File: src/verilog/iso_bus_pkg.sv
// Bus constants and types; the frame width is fixed at 8 by the board registers and is not configurable
package iso_bus_pkg;

    // Bits per frame, equal to the width of every board shift register
    localparam int FRAME_BITS = 8;

    // Converter ports on the isolated board
    localparam int NUM_PORTS = 4;

    // Hardware configuration words sent in rotation, one per frame
    localparam int NUM_HWCON = 4;

    typedef logic [FRAME_BITS-1:0] frame_word_t;
    typedef logic [$clog2(FRAME_BITS)-1:0] bit_count_t;
    typedef logic [NUM_PORTS-1:0] port_mask_t;
    typedef logic [$clog2(NUM_HWCON)-1:0] hwcon_index_t;

    // Two channels per port, MSB first: R3, L3, R2, L2, R1, L1, R0, L0
    typedef logic [2*NUM_PORTS-1:0] adc_ovf_t;

    // Everything sent to the board
    typedef struct packed {
        // Word 3 sits in the top byte
        frame_word_t [NUM_HWCON-1:0] hwcon;
        // 1 selects 24.576 MHz, 0 selects 11.2896 MHz
        port_mask_t clksel;
        port_mask_t dac_sel;
        port_mask_t adc_sel;
    } board_ctrl_t;

    // Everything the board reports back
    typedef struct packed {
        // 1 means 8 channels, 0 means 2 channels
        port_mask_t num_channels;
        // 1 means ADC, 0 means DAC
        port_mask_t direction;
        adc_ovf_t adc_ovf;
    } board_status_t;

endpackage
File: src/verilog/iso_bus_ctrl.sv
// Single bit clock domain, no handshake; reg_load is the only framing signal seen by the board
`timescale 1ns/1ps

module iso_bus_ctrl (
    input  logic                       custom_srclk,
    input  logic                       reset,
    input  iso_bus_pkg::board_ctrl_t   ctrl,
    input  logic                       custom_adc_ovf,
    input  logic                       custom_dirchan,
    output iso_bus_pkg::board_status_t status,
    output logic                       reg_load,
    output logic                       spi_adc_cs,
    output logic                       spi_dac_cs,
    output logic                       custom_clksel,
    output logic                       custom_adc_hwcon
);

    import iso_bus_pkg::*;

    hwcon_index_t hwcon_index;

    // Frame boundary and config word slot
    frame_timer timer0 (
        .custom_srclk (custom_srclk),
        .reset        (reset),
        .reg_load     (reg_load),
        .hwcon_index  (hwcon_index)
    );

    // Inbound status streams
    board_status_rx rx0 (
        .custom_srclk   (custom_srclk),
        .reset          (reset),
        .reg_load       (reg_load),
        .adc_ovf_serial (custom_adc_ovf),
        .dirchan_serial (custom_dirchan),
        .status         (status)
    );

    // Outbound control streams
    board_ctrl_tx tx0 (
        .custom_srclk     (custom_srclk),
        .reset            (reset),
        .reg_load         (reg_load),
        .hwcon_index      (hwcon_index),
        .ctrl             (ctrl),
        .spi_adc_cs       (spi_adc_cs),
        .spi_dac_cs       (spi_dac_cs),
        .custom_clksel    (custom_clksel),
        .custom_adc_hwcon (custom_adc_hwcon)
    );

endmodule

File: src/verilog/board_ctrl_tx.sv
// Control changes take effect at the next load edge; selects go out active low in the lower nibble
`timescale 1ns/1ps

module board_ctrl_tx (
    input  logic                      custom_srclk,
    input  logic                      reset,
    input  logic                      reg_load,
    input  iso_bus_pkg::hwcon_index_t hwcon_index,
    input  iso_bus_pkg::board_ctrl_t  ctrl,
    output logic                      spi_adc_cs,
    output logic                      spi_dac_cs,
    output logic                      custom_clksel,
    output logic                      custom_adc_hwcon
);

    import iso_bus_pkg::*;

    // Upper bits of the per-port words are unused on the board
    localparam int PAD_BITS = FRAME_BITS - NUM_PORTS;

    frame_word_t adc_cs_word;
    frame_word_t dac_cs_word;
    frame_word_t clksel_word;
    frame_word_t hwcon_word;

    // Chip selects are active low on the board
    assign adc_cs_word = {{PAD_BITS{1'b0}}, ~ctrl.adc_sel};
    assign dac_cs_word = {{PAD_BITS{1'b0}}, ~ctrl.dac_sel};

    assign clksel_word = {{PAD_BITS{1'b0}}, ctrl.clksel};

    // One config word per frame, picked before the index steps on
    assign hwcon_word = ctrl.hwcon[hwcon_index];

    shift_out adc_cs_tx (
        .custom_srclk (custom_srclk),
        .reset        (reset),
        .reg_load     (reg_load),
        .word         (adc_cs_word),
        .serial_out   (spi_adc_cs)
    );

    shift_out dac_cs_tx (
        .custom_srclk (custom_srclk),
        .reset        (reset),
        .reg_load     (reg_load),
        .word         (dac_cs_word),
        .serial_out   (spi_dac_cs)
    );

    shift_out clksel_tx (
        .custom_srclk (custom_srclk),
        .reset        (reset),
        .reg_load     (reg_load),
        .word         (clksel_word),
        .serial_out   (custom_clksel)
    );

    // Board latches this into the register slot matching the rotation
    shift_out hwcon_tx (
        .custom_srclk (custom_srclk),
        .reset        (reset),
        .reg_load     (reg_load),
        .word         (hwcon_word),
        .serial_out   (custom_adc_hwcon)
    );

endmodule

File: src/verilog/board_status_rx.sv
// Status lags the serial streams by one frame plus one cycle and is all zero until the first load
`timescale 1ns/1ps

module board_status_rx (
    input  logic                       custom_srclk,
    input  logic                       reset,
    input  logic                       reg_load,
    input  logic                       adc_ovf_serial,
    input  logic                       dirchan_serial,
    output iso_bus_pkg::board_status_t status
);

    import iso_bus_pkg::*;

    frame_word_t ovf_word;
    frame_word_t dirchan_word;

    // ADC overflow flags, two per port
    shift_in ovf_rx (
        .custom_srclk (custom_srclk),
        .reset        (reset),
        .reg_load     (reg_load),
        .serial_in    (adc_ovf_serial),
        .word         (ovf_word)
    );

    // Channel count in the upper nibble, direction in the lower
    shift_in dirchan_rx (
        .custom_srclk (custom_srclk),
        .reset        (reset),
        .reg_load     (reg_load),
        .serial_in    (dirchan_serial),
        .word         (dirchan_word)
    );

    assign status.num_channels = dirchan_word[FRAME_BITS-1 -: NUM_PORTS];
    assign status.direction    = dirchan_word[NUM_PORTS-1:0];
    assign status.adc_ovf      = adc_ovf_t'(ovf_word);

endmodule

File: src/verilog/shift_out.sv
// Word is captured at load edges and sent MSB first from the next cycle; line idles low after a frame
`timescale 1ns/1ps

module shift_out (
    input  logic                     custom_srclk,
    input  logic                     reset,
    input  logic                     reg_load,
    input  iso_bus_pkg::frame_word_t word,
    output logic                     serial_out
);

    import iso_bus_pkg::*;

    frame_word_t shift_reg;

    // Load at the frame boundary, otherwise move the next bit up to the MSB
    always_ff @(posedge custom_srclk or posedge reset) begin
        if (reset) begin
            shift_reg <= '0;
        end else if (reg_load) begin
            shift_reg <= word;
        end else begin
            shift_reg <= {shift_reg[FRAME_BITS-2:0], 1'b0};
        end
    end

    // Board shifts in MSB first
    assign serial_out = shift_reg[FRAME_BITS-1];

endmodule

File: src/verilog/shift_in.sv
// Word updates only on load edges and holds the 8 bits sampled before that edge, oldest as MSB
`timescale 1ns/1ps

module shift_in (
    input  logic                     custom_srclk,
    input  logic                     reset,
    input  logic                     reg_load,
    input  logic                     serial_in,
    output iso_bus_pkg::frame_word_t word
);

    import iso_bus_pkg::*;

    frame_word_t shift_reg;

    // Sample the line every bit time, newest bit at the LSB
    always_ff @(posedge custom_srclk or posedge reset) begin
        if (reset) begin
            shift_reg <= '0;
        end else begin
            shift_reg <= {shift_reg[FRAME_BITS-2:0], serial_in};
        end
    end

    // Holding register keeps the word steady during the next frame
    always_ff @(posedge custom_srclk or posedge reset) begin
        if (reset) begin
            word <= '0;
        end else if (reg_load) begin
            word <= shift_reg;
        end
    end

endmodule

File: src/verilog/frame_timer.sv
// Free-running 8-bit frame; the first load strobe comes 7 edges after reset is released
`timescale 1ns/1ps

module frame_timer (
    input  logic                      custom_srclk,
    input  logic                      reset,
    output logic                      reg_load,
    output iso_bus_pkg::hwcon_index_t hwcon_index
);

    import iso_bus_pkg::*;

    // Position of the current bit within the frame
    bit_count_t bit_count;

    // Starts at 1 so the first frame boundary is 7 bit times out
    always_ff @(posedge custom_srclk or posedge reset) begin
        if (reset) begin
            bit_count <= bit_count_t'(1);
        end else begin
            bit_count <= bit_count + 1'b1;
        end
    end

    // One cycle in every frame
    assign reg_load = (bit_count == '0);

    // Config word slot moves on at each frame boundary, after the
    // transmitter has used the current value for its load
    always_ff @(posedge custom_srclk or posedge reset) begin
        if (reset) begin
            hwcon_index <= '0;
        end else if (reg_load) begin
            hwcon_index <= hwcon_index + 1'b1;
        end
    end

endmodule

File: config.mk
export PLATFORM = sky130hd
export DESIGN_NAME = iso_bus_ctrl
export DESIGN_NICKNAME = d
export VERILOG_FILES = /design/src/verilog/iso_bus_pkg.sv /design/src/verilog/iso_bus_ctrl.sv /design/src/verilog/board_ctrl_tx.sv /design/src/verilog/board_status_rx.sv /design/src/verilog/shift_out.sv /design/src/verilog/shift_in.sv /design/src/verilog/frame_timer.sv
export SDC_FILE = /design/constraint.sdc
export NUM_CORES = 1
export LEC_CHECK = 0
export BUFFER_PORTS_ARGS = -buffer_cell sky130_fd_sc_hd__buf_2
export CAP_MARGIN = 40
export CORE_UTILIZATION = 51
export CTS_CLUSTER_SIZE = 10
export DETAILED_ROUTE_END_ITERATION = 7
export GPL_TIMING_DRIVEN = 0
export HOLD_SLACK_MARGIN = 0.05
export PLACE_DENSITY = 0.78
export SLEW_MARGIN = 30
export SYNTH_ARGS = -nofsm -noshare
export SYNTH_HDL_FRONTEND = slang
export SYNTH_SLANG_ARGS = --single-unit
File: constraint.sdc
create_clock -name custom_srclk -period 2.5 [get_ports custom_srclk]
set_input_delay 0.375 -clock custom_srclk [delete_from_list [all_inputs] [get_ports custom_srclk]]
set_output_delay 0.375 -clock custom_srclk [all_outputs]
set_load 0.05 [all_outputs]
==> flow_metrics.py, run 1 <==
metrics = {
    "min_path": {
        "min_from": "custom_adc_ovf",
        "hold_path.class": "in2reg",
        "holdPathStages": 1,
    },
    "clocking": {
        "cts_resized": 0,
        "clk_path_buf_depth": 2,
        "htree_levels": 3,
        "cts_buffers": 9,
        "clock-sinks": 69,
        "cts_root_buf": "clkbuf_8",
        "insertion_delay_ns": 0.32,
        "path_clk_slew_ns": 0.07,
        "cts_tree": "built",
    },
    "logic_synthesis": {
        "synth_cell_types": 21,
        "yosysTopAreaCellShare": 0.671,
        "syn-num-nets": 199,
        "synth_warnings": 0,
        "synth_area_um2": 2540,
        "avgSynthCellArea_um2": 17.0,
        "synthCells": 149,
        "ys_ff_latch": 69,
        "netlist_top_cells_area": "dfrtp_1 (67%), mux2_2 (8.0%), mux4_2 (6.2%)",
        "ys_seq_area_frac": 0.681,
        "yosysTopAreaCell": "dfrtp_1",
    },
    "floorplanning": {
        "die_width_um": 72.5,
        "start_util": 0.534,
        "rows": 25,
        "die_y_um": 72.5,
        "coreArea_um2": 4750,
        "num_io_pins": 69,
        "die_area_um2": 5260,
    },
    "routing": {
        "ant_nets": 0,
        "routed_wl_um": 3960,
        "drt_iter0_markers": 48,
        "drtPass1Iterations": 4,
        "viasPerCell": 4.68,
        "drc": 0,
        "post_drt_wl_per_cell_um": 13.2,
        "route.vias.total": 1405,
    },
    "final_layout": {
        "nets": 280,
        "fin_area_um2": 3190,
        "diodes": 0,
        "area_delta_synth_final_pct": 25.8,
        "drive_above_1_share": 0.528,
        "mostFrequentLayoutCells": "buf_2 (71), dfrtp_1 (68), mux2_2 (18), and2_1 (14), clkbuf_8 (12)",
        "layout.cells.non_filler": 300,
        "layout_commonest_cell": "buf_2",
    },
    "critical_path": {
        "critPathSlowestCell": "dfstp_2",
        "reg2reg_from": "timer0.bit_count[0]$_DFF_PP1_",
        "cp_top_family": "buffers and inverters",
        "endpoint": "reg_load",
        "cp.arrival_ns": 1.83,
        "critPathMaxStageDelay_ns": 0.53,
        "critPathBufInv": 5,
        "critPathLaunch": "timer0.bit_count[0]$_DFF_PP1_",
        "r2r_setup_slack_ns": 0.70,
        "cp-end-kind": "output port",
        "critical_path.max_fanout": 10,
        "cp_num_cells": 7,
        "worstPathRequired_ns": 2.12,
        "critPathLaunchType": "register",
        "path_cells": "inv_1 -> ha_1 -> nand2b_1 -> buf_4 -> inv_2 -> buf_6 -> buf_2",
        "path_class": "reg2out",
        "r2r-end": "rx0.ovf_rx.word[1]$_DFFE_PP0N_",
        "reg2reg_depth": 6,
    },
    "place": {
        "placed_area_um2": 2980,
        "io_buffer_count": 68,
        "placed_cells": 285,
        "gp_congestion": 0.677,
        "dp_hpwl_um": 2770,
    },
    "timing": {
        "timing.slew.headroom": 0.648,
        "finalCritPeriodShare": 0.882,
        "tns_ns": 0,
        "tightest_slew_ns": 0.527,
        "rsz0062_at_grt": "no",
        "max_freq_ghz": 0.454,
        "setup_viol": 0,
        "finalClockSkew_ns": 0.00652,
        "hold_violations": 0,
        "slew_violations": 0,
        "layout_min_cycle_time_ns": 2.20,
    },
    "run": {
        "maxCapViolCount": 0,
    },
    "power": {
        "p_leak_nw": 1.62,
        "power_mw": 2.23,
        "power_density_nw_per_um2": 700,
        "vdd_ir_drop_max_v": 0.000367,
    },
    "global_routing": {
        "overflow": 0,
        "grt_pass1_vias": 1440,
        "grt_pass1_wl_um": 6600,
        "antenna_found_initial": 0,
        "grt.total_usage": 0.175,
        "grt_max_degree": 42,
    },
    "run_status": {
        "status": "complete, no violations",
    },
}
-- Yosys cell counts (all sizes together) --
cell / instances
and2: 14
buf: 6
clkbuf: 1
dfrtp: 68
dfstp: 1
ha: 2
inv: 10
mux2: 26
mux2i: 6
mux4: 8
nand2b: 1
nand3b: 1
nor2: 2
xnor2: 2
xor2: 1
-- area by class of cell --
| cell class | instances | area [µm²] |
|---|---|---|
| repair buffers | 70 | 370 |
| well taps | 67 | 83.8 |
| flip-flops and latches | 69 | 1730 |
| clock buffers | 13 | 169 |
| fillers | 364 | 1560 |
| clock inverters | 1 | 30.0 |
| multi-input cells | 63 | 723 |
| plain buffers | 7 | 48.8 |
| inverters | 10 | 40.0 |
-- worst min path at each step --
| stage | slack (ns) | endpoint |
|---|---|---|
| 2_1_floorplan | 0.35 | rx0.dirchan_rx.shift_reg[1]$_DFF_PP0_ |
| 3_3_place_gp | 0.35 | rx0.dirchan_rx.shift_reg[5]$_DFF_PP0_ |
| 3_5_place_dp | 0.36 | rx0.dirchan_rx.shift_reg[1]$_DFF_PP0_ |
| 4_1_cts | 0.13 | rx0.ovf_rx.shift_reg[0]$_DFF_PP0_ |
| 5_1_grt | 0.14 | rx0.ovf_rx.shift_reg[0]$_DFF_PP0_ |
| 6_report | 0.15 | rx0.ovf_rx.shift_reg[0]$_DFF_PP0_ |
-- logic make-up (layout without fill, tap and decap cells) --
logic type | count (synthesis) | in the layout | share of synthesized area
multiplexers | 40 | 40 | 0.222
flip-flops | 69 | 69 | 0.681
buffers and inverters | 17 | 101 | 0.0340
AND/OR/NAND/NOR | 18 | 18 | 0.0429
XOR/XNOR | 3 | 3 | 0.0104
adder cells (fa/ha/maj) | 2 | 2 | 0.00986
-- stage by stage --
step	utilization	hold WS [ns]	setup slack, ns
2_1_floorplan	-	0.350	0.387
3_3_place_gp	0.623	0.352	-0.325
3_5_place_dp	0.628	0.358	0.617
4_1_cts	0.672	0.134	0.251
5_1_grt	0.672	0.139	0.147
6_report	0.672	0.153	0.295
-- worst reg2reg max path, stage by stage, from the launching register on --
cell	delay, ns
dfstp_2	0.53
inv_1	0.05
ha_1	0.20
nand2b_1	0.07
buf_4	0.17
buf_2	0.28
mux2_2	0.38
-- where the power goes --
part	switching (mW)	internal, mW	total (mW)	leakage, nW
clock	0.358	0.532	0.891	0.102
combinational	0.0975	0.0717	0.169	0.690
sequential	0.0156	1.16	1.17	0.831
total	0.472	1.76	2.23	1.62
-- routing by layer --
layer / global-route usage / share of wire / routed length [µm] / vias up
li1: - / - / - / 655
met1: 0.217 / 0.42 / 1680 / 693
met2: 0.281 / 0.51 / 2010 / 49
met3: 0.0514 / 0.052 / 205 / 8
met4: 0.0850 / 0.015 / 60 / 0
met5: 0 / 0 / 0 / -
-- repair_timing --
| item | in CTS | in global routing |
|---|---|---|
| hold buffers | 1 | 0 |
| hold endpoints to repair | 28 | 0 |
| setup buffers | 0 | 0 |
Power figures use the tool's default switching activity.
==> inputs of run 2 (changes only) <==
--- a/config.mk
+++ b/config.mk
@@ -5,14 +5,15 @@
 export SDC_FILE = /design/constraint.sdc
 export NUM_CORES = 1
 export LEC_CHECK = 0
+export ABC_AREA = 1
 export BUFFER_PORTS_ARGS = -buffer_cell sky130_fd_sc_hd__buf_2
 export CAP_MARGIN = 40
-export CORE_UTILIZATION = 51
-export CTS_CLUSTER_SIZE = 10
+export CORE_UTILIZATION = 47
+export CTS_CLUSTER_SIZE = 8
 export DETAILED_ROUTE_END_ITERATION = 7
 export GPL_TIMING_DRIVEN = 0
 export HOLD_SLACK_MARGIN = 0.05
-export PLACE_DENSITY = 0.78
+export PLACE_DENSITY = 0.75
 export SLEW_MARGIN = 30
 export SYNTH_ARGS = -nofsm -noshare
 export SYNTH_HDL_FRONTEND = slang
==> constraint.sdc (replaced) <==
create_clock -name custom_srclk -period 1.91 [get_ports custom_srclk]
set_input_delay 0.2865 -clock custom_srclk [delete_from_list [all_inputs] [get_ports custom_srclk]]
set_output_delay 0.2865 -clock custom_srclk [all_outputs]
set_load 0.05 [all_outputs]
==> run 2 against run 1 <==
Compared with the run above: via count increased by 45%; highest routed layer unchanged; non-clock buffer count up 10; largest power group unchanged; synthesized cell count is 100% higher; utilization decreased by 5.3 points.
==> flow_metrics.py, run 2 <==
metrics = {
    "final_layout": {
        "mostFrequentLayoutCells": "nand2_1 (126), buf_2 (70), dfrtp_1 (68), inv_1 (46)",
        "drive_above_1_share": 0.267,
        "layout_commonest_cell": "nand2_1",
        "diodes": 0,
        "nets": 436,
        "area_delta_synth_final_pct": 25.7,
        "n_fill_cell": 494,
    },
    "floorplanning": {
        "num_io_pins": 69,
        "rows": 27,
        "die_area_um2": 6110,
        "coreArea_um2": 5540,
        "die_y_um": 78.2,
        "die_width_um": 78.2,
        "start_util": 0.492,
    },
    "clocking": {
        "insertion_delay_ns": 0.34,
        "htree_levels": 3,
        "cts_tree": "built",
        "clock-sinks": 69,
        "clk_path_buf_depth": 2,
        "cts_buffers": 9,
        "cts_root_buf": "clkbuf_8",
        "path_clk_slew_ns": 0.07,
    },
    "critical_path": {
        "critPathLaunchType": "register",
        "path_class": "reg2out",
        "worstPathRequired_ns": 1.62,
        "critical_path.max_fanout": 8,
        "cp.arrival_ns": 1.45,
        "cp-end-kind": "output port",
    },
    "logic_synthesis": {
        "syn-num-nets": 350,
        "synth_adder_area_share": 0.00918,
        "avgSynthCellArea_um2": 9.09,
        "synthFlopType": "dfrtp_1",
        "netlist_top_cells_area": "dfrtp_1 (62%), nand2_1 (17%), inv_1 (6.5%)",
        "synth_edf_count": 0,
        "ys_ff_latch": 69,
        "muxShareOfSynthArea": 0,
        "synth_top_family_by_area": "simple AND/OR/NAND/NOR gates",
        "synth_xor_area_frac": 0.00964,
        "synthCells": 300,
        "synth_cell_types": 17,
        "yosysTopAreaCell": "dfrtp_1",
        "yosysTopAreaCellShare": 0.624,
        "synthTopCellsByCount": "nand2_1 (126), dfrtp_1 (68), inv_1 (47)",
        "synth_compound_area_frac": 0.0142,
        "synth-simple-area-share": 0.226,
        "synth_area_um2": 2730,
        "async_flop_share": 1.00,
        "yosysMostFrequentCell": "nand2_1",
        "synth_warnings": 0,
        "ys_seq_area_frac": 0.634,
    },
    "routing": {
        "route.vias.total": 2035,
        "routed_wl_um": 4760,
        "viasPerCell": 4.41,
        "post_drt_wl_per_cell_um": 10.3,
        "drt_iter0_markers": 57,
        "drc": 0,
        "drtPass1Iterations": 4,
        "ant_nets": 0,
    },
    "place": {
        "gp_congestion": 0.781,
        "io_buffer_count": 68,
        "dp_slack_ns": 0.261,
        "dp_hpwl_um": 3360,
    },
    "timing": {
        "layout_min_cycle_time_ns": 1.74,
        "tightest_slew_ns": 0.482,
        "finalClockSkew_ns": 0.00792,
        "rsz0062_at_grt": "no",
        "slew_violations": 0,
        "finalCritPeriodShare": 0.909,
        "timing.slew.headroom": 0.678,
        "hold_violations": 0,
        "max_freq_ghz": 0.576,
        "tns_ns": 0,
        "fin_ws_ns": 0.174,
        "setup_viol": 0,
        "holdWs_ns": 0.0883,
    },
    "global_routing": {
        "grt_pass1_vias": 2005,
        "overflow": 0,
        "antenna_found_initial": 0,
        "grt.total_usage": 0.182,
        "grt_pass1_wl_um": 8470,
        "grt_max_degree": 32,
    },
    "power": {
        "p_leak_nw": 1.96,
        "power_mw": 2.78,
        "power_density_nw_per_um2": 812,
        "vdd_ir_drop_max_v": 0.000610,
    },
    "run": {
        "maxCapViolCount": 0,
    },
    "min_path": {
        "hold_path.class": "in2reg",
    },
    "run_status": {
        "status": "complete, no violations",
    },
}
-- run 2: changes by cell type after synthesis, moves of 13 or more --
cell / before / now
nand2_1: 0 / 126
inv_1: 9 / 47
mux2_2: 18 / 0
nand3_1: 0 / 15
and2_1: 14 / 0
nor2_1: 2 / 15
-- run 2: logic make-up (layout without fill, tap and decap cells) --
logic type,after synthesis,in the layout
AND/OR/NAND/NOR,157,157
flip-flops,69,69
buffers and inverters,62,151
AO/OA/AOI/OAI,7,7
XOR/XNOR,3,3
adder cells (fa/ha/maj),2,2
-- run 2: layout make-up --
class,count,area [µm²],share of cell area
Timing Repair Buffer,76,447,0.130
Multi-Input combinational cell,169,706,0.206
Buffer,11,93.8,0.0274
Tap cell,72,90.1,0.0263
Sequential cell,69,1730,0.504
Clock buffer,12,155,0.0453
Clock inverter,2,10.0,0.00292
Inverter,50,198,0.0577
-- run 2: timing repair --
item / in CTS / in global routing
gates resized for setup: 2 / 0
pin swaps: 0 / 1
endpoints found under the setup margin: 1 / 1
setup buffers: 0 / 3
cloned: 0 / 0
hold buffers: 3 / 0
hold endpoints to repair: 20 / 0
-- run 2: worst max-delay path, cell delays in order, from the launching register on --
cell and delay, ns:
dfstp_2 0.53, inv_1 0.05, ha_1 0.20, inv_1 0.09
nor2_4 0.07, buf_6 0.16
-- run 2: final timing paths --
| path | startpoint | endpoint | slack [ns] | cells past startpoint |
|---|---|---|---|---|
| min in group asynchronous | reset | tx0.hwcon_tx.shift_reg[2]$_DFF_PP0_ | 0.51 | 3 |
| max reg2reg | timer0.bit_count[0]$_DFF_PP1_ | rx0.ovf_rx.word[4]$_DFFE_PP0N_ | 0.25 | 9 |
| min reg2reg | rx0.ovf_rx.shift_reg[5]$_DFF_PP0_ | rx0.ovf_rx.shift_reg[6]$_DFF_PP0_ | 0.37 | 0 |
| min | ctrl[4] | tx0.dac_cs_tx.shift_reg[0]$_DFF_PP0_ | 0.09 | 2 |
| max in group asynchronous | reset | timer0.bit_count[0]$_DFF_PP1_ | 0.83 | 4 |
| max | timer0.bit_count[0]$_DFF_PP1_ | reg_load | 0.17 | 5 |
-- run 2: per-layer routing --
layer / wire (µm) / global-route usage / vias up / share of wire
li1: - / - / 1039 / -
met4: 48 / 0.0444 / 0 / 0.010
met1: 2190 / 0.204 / 947 / 0.46
met5: 0 / 0 / - / 0
met2: 2270 / 0.317 / 42 / 0.48
met3: 257 / 0.0802 / 7 / 0.054
-- run 2: per-stage QoR --
stage / utilization / std cells / area, µm²
6_report: 0.619 / 461 / 3430
5_1_grt: 0.619 / 461 / 3430
2_1_floorplan: - / 300 / 2730
3_5_place_dp: 0.579 / 442 / 3210
4_1_cts: 0.614 / 458 / 3400
3_3_place_gp: 0.570 / 440 / 3160
-- run 2: power by group --
part | switching, mW | internal [mW]
registers | 0.0233 | 1.52
clock network | 0.481 | 0.523
logic | 0.149 | 0.0872
==> inputs of run 3 (changes only) <==
--- a/config.mk
+++ b/config.mk
@@ -8,12 +8,13 @@
 export ABC_AREA = 1
 export BUFFER_PORTS_ARGS = -buffer_cell sky130_fd_sc_hd__buf_2
 export CAP_MARGIN = 40
-export CORE_UTILIZATION = 47
+export CORE_UTILIZATION = 52
 export CTS_CLUSTER_SIZE = 8
 export DETAILED_ROUTE_END_ITERATION = 7
+export GPL_ROUTABILITY_DRIVEN = 0
 export GPL_TIMING_DRIVEN = 0
 export HOLD_SLACK_MARGIN = 0.05
-export PLACE_DENSITY = 0.75
+export PLACE_DENSITY = 0.78
 export SLEW_MARGIN = 30
 export SYNTH_ARGS = -nofsm -noshare
 export SYNTH_HDL_FRONTEND = slang
==> constraint.sdc (replaced) <==
create_clock -name custom_srclk -period 1.79 [get_ports custom_srclk]
set_input_delay 0.2685 -clock custom_srclk [delete_from_list [all_inputs] [get_ports custom_srclk]]
set_output_delay 0.2685 -clock custom_srclk [all_outputs]
set_load 0.05 [all_outputs]
==> run 3 against run 2 <==
Compared with the run above: power rose by 22%; critical path depth did not move; register-to-register slack got worse by 0.08 ns; cell area rose by 1.6%; critical path type unchanged; critical endpoint unchanged; largest power group unchanged.
==> flow_metrics.py, run 3 (synthesis gave the netlist of run 2 again) <==
metrics = {
    "timing": {
        "hold_violations": 0,
        "slew_violations": 0,
        "timing.slew.headroom": 0.758,
        "max_freq_ghz": 0.602,
        "setup_viol": 0,
        "holdWs_ns": 0.0730,
        "finalCritPeriodShare": 0.928,
        "rsz0062_at_grt": "no",
        "layout_min_cycle_time_ns": 1.66,
        "tightest_slew_ns": 0.362,
        "tns_ns": 0,
        "finalClockSkew_ns": 0.00711,
    },
    "global_routing": {
        "overflow": 0,
        "grt_pass1_wl_um": 8660,
        "grt_max_degree": 30,
        "antenna_found_initial": 0,
        "grt_pass1_vias": 2063,
        "grt.total_usage": 0.216,
    },
    "routing": {
        "viasPerCell": 4.53,
        "post_drt_wl_per_cell_um": 11.1,
        "ant_nets": 0,
        "dr_wl_met3_um": 306,
        "routed-wl-met2_um": 2660,
        "drt_iter0_markers": 83,
        "drtPass1Iterations": 4,
        "routed_wl_um": 5080,
        "drc": 0,
        "route.vias.total": 2072,
        "route.layer.met1.wl_um": 2090,
        "top_layer": "met4",
    },
    "power": {
        "intPower_mw": 2.67,
        "vdd_ir_drop_max_v": 0.000815,
        "power_density_nw_per_um2": 975,
        "clock_power_share": 0.441,
        "pwr-share-seq": 0.484,
        "swShare": 0.213,
        "switchingPower_uw": 723,
        "power_frac_comb": 0.075,
        "p_leak_nw": 1.98,
    },
    "final_layout": {
        "multi_input_area_um2": 706,
        "fin_area_um2": 3480,
        "mostFrequentLayoutCells": "nand2_1 (126), buf_2 (70), dfrtp_1 (68), inv_1 (46)",
        "register_area_um2": 1730,
        "area_delta_synth_final_pct": 27.7,
        "layout_commonest_cell": "nand2_1",
        "drive_above_1_share": 0.267,
        "nets": 435,
        "diodes": 0,
        "final_util": 0.713,
        "n_fill_cell": 392,
    },
    "place": {
        "placed_area_um2": 3190,
        "io_buffer_count": 68,
        "dp_hpwl_um": 3540,
    },
    "critical_path": {
        "r2r-end": "rx0.dirchan_rx.word[0]$_DFFE_PP0N_",
        "reg2reg_depth": 9,
        "r2r_setup_slack_ns": 0.17,
        "endpoint": "reg_load",
        "reg2reg_from": "timer0.bit_count[0]$_DFF_PP1_",
        "worstPathRequired_ns": 1.52,
        "path_class": "reg2out",
        "cp-end-kind": "output port",
        "critPathLaunch": "timer0.bit_count[0]$_DFF_PP1_",
        "cp.arrival_ns": 1.39,
        "critPathLaunchType": "register",
        "critical_path.max_fanout": 2,
    },
    "clocking": {
        "cts_root_buf": "clkbuf_8",
        "htree_levels": 3,
        "cts_buffers": 9,
        "insertion_delay_ns": 0.34,
        "clk_path_buf_depth": 2,
        "cts_tree": "built",
        "path_clk_slew_ns": 0.07,
        "clock-sinks": 69,
    },
    "floorplanning": {
        "num_io_pins": 69,
        "rows": 25,
        "die_y_um": 74.4,
        "die_width_um": 74.4,
        "die_area_um2": 5540,
        "start_util": 0.559,
        "coreArea_um2": 4880,
    },
    "run": {
        "maxCapViolCount": 0,
    },
    "min_path": {
        "hold_path.class": "in2reg",
    },
    "run_status": {
        "status": "complete, no violations",
    },
}
-- run 3: final cells by class --
type	count	share of cell area
clock buffers	12	0.0417
clock inverters	4	0.0273
plain buffers	11	0.0270
inverters	50	0.0568
repair buffers	75	0.124
well taps	67	0.0241
flip-flops and latches	69	0.496
multi-input cells	169	0.203
-- run 3: power by group through the flow --
stage               registers [mW]  clock network [mW]  logic [mW]
CTS                           1.64                1.53       0.258
global placement              1.67                   0       0.235
finish                        1.64                1.50       0.253
global route                  1.65                1.60       0.284
detailed placement            1.67                   0       0.252
floorplan                     1.74                   0      0.0808
-- run 3: critical path: stages, from the launching register on --
cell and delay [ns]:
dfstp_2 0.53, inv_1 0.05, ha_1 0.19, inv_1 0.09, nor2_4 0.05, buf_6 0.15
-- run 3: routing by layer --
metal	vias up	GRT usage
met3	2	0.0908
li1	1040	-
met2	49	0.370
met4	0	0.0608
met5	-	0
met1	981	0.249
-- run 3: how the worst min path moves through the flow --
stage / start / end / slack (ns) / depth (start not counted)
after floorplan: custom_dirchan / rx0.dirchan_rx.shift_reg[0]$_DFF_PP0_ / 0.30 / 0
after global placement: rx0.ovf_rx.shift_reg[5]$_DFF_PP0_ / rx0.ovf_rx.shift_reg[6]$_DFF_PP0_ / 0.36 / 0
after detailed placement: reset / rx0.dirchan_rx.shift_reg[0]$_DFF_PP0_ / 0.27 / 2
after CTS: ctrl[0] / tx0.adc_cs_tx.shift_reg[0]$_DFF_PP0_ / 0.06 / 2
after global routing: ctrl[0] / tx0.adc_cs_tx.shift_reg[0]$_DFF_PP0_ / 0.06 / 2
final: ctrl[0] / tx0.adc_cs_tx.shift_reg[0]$_DFF_PP0_ / 0.07 / 2
-- run 3: what timing repair did --
item / CTS / global route
setup endpoints to repair: 1 / 0
buffers inserted: 2 / 0
hold buffers: 3 / 0
resized for setup: 2 / 0
endpoints found under the hold margin: 14 / 0
-- run 3: per-stage QoR --
step	std cells	setup WS (ns)	total power [mW]
after floorplan	300	0.422	1.82
final	457	0.130	3.40
after CTS	457	0.109	3.44
after detailed placement	437	0.179	1.92
after global placement	435	0.210	1.90
after global routing	457	0.0320	3.53
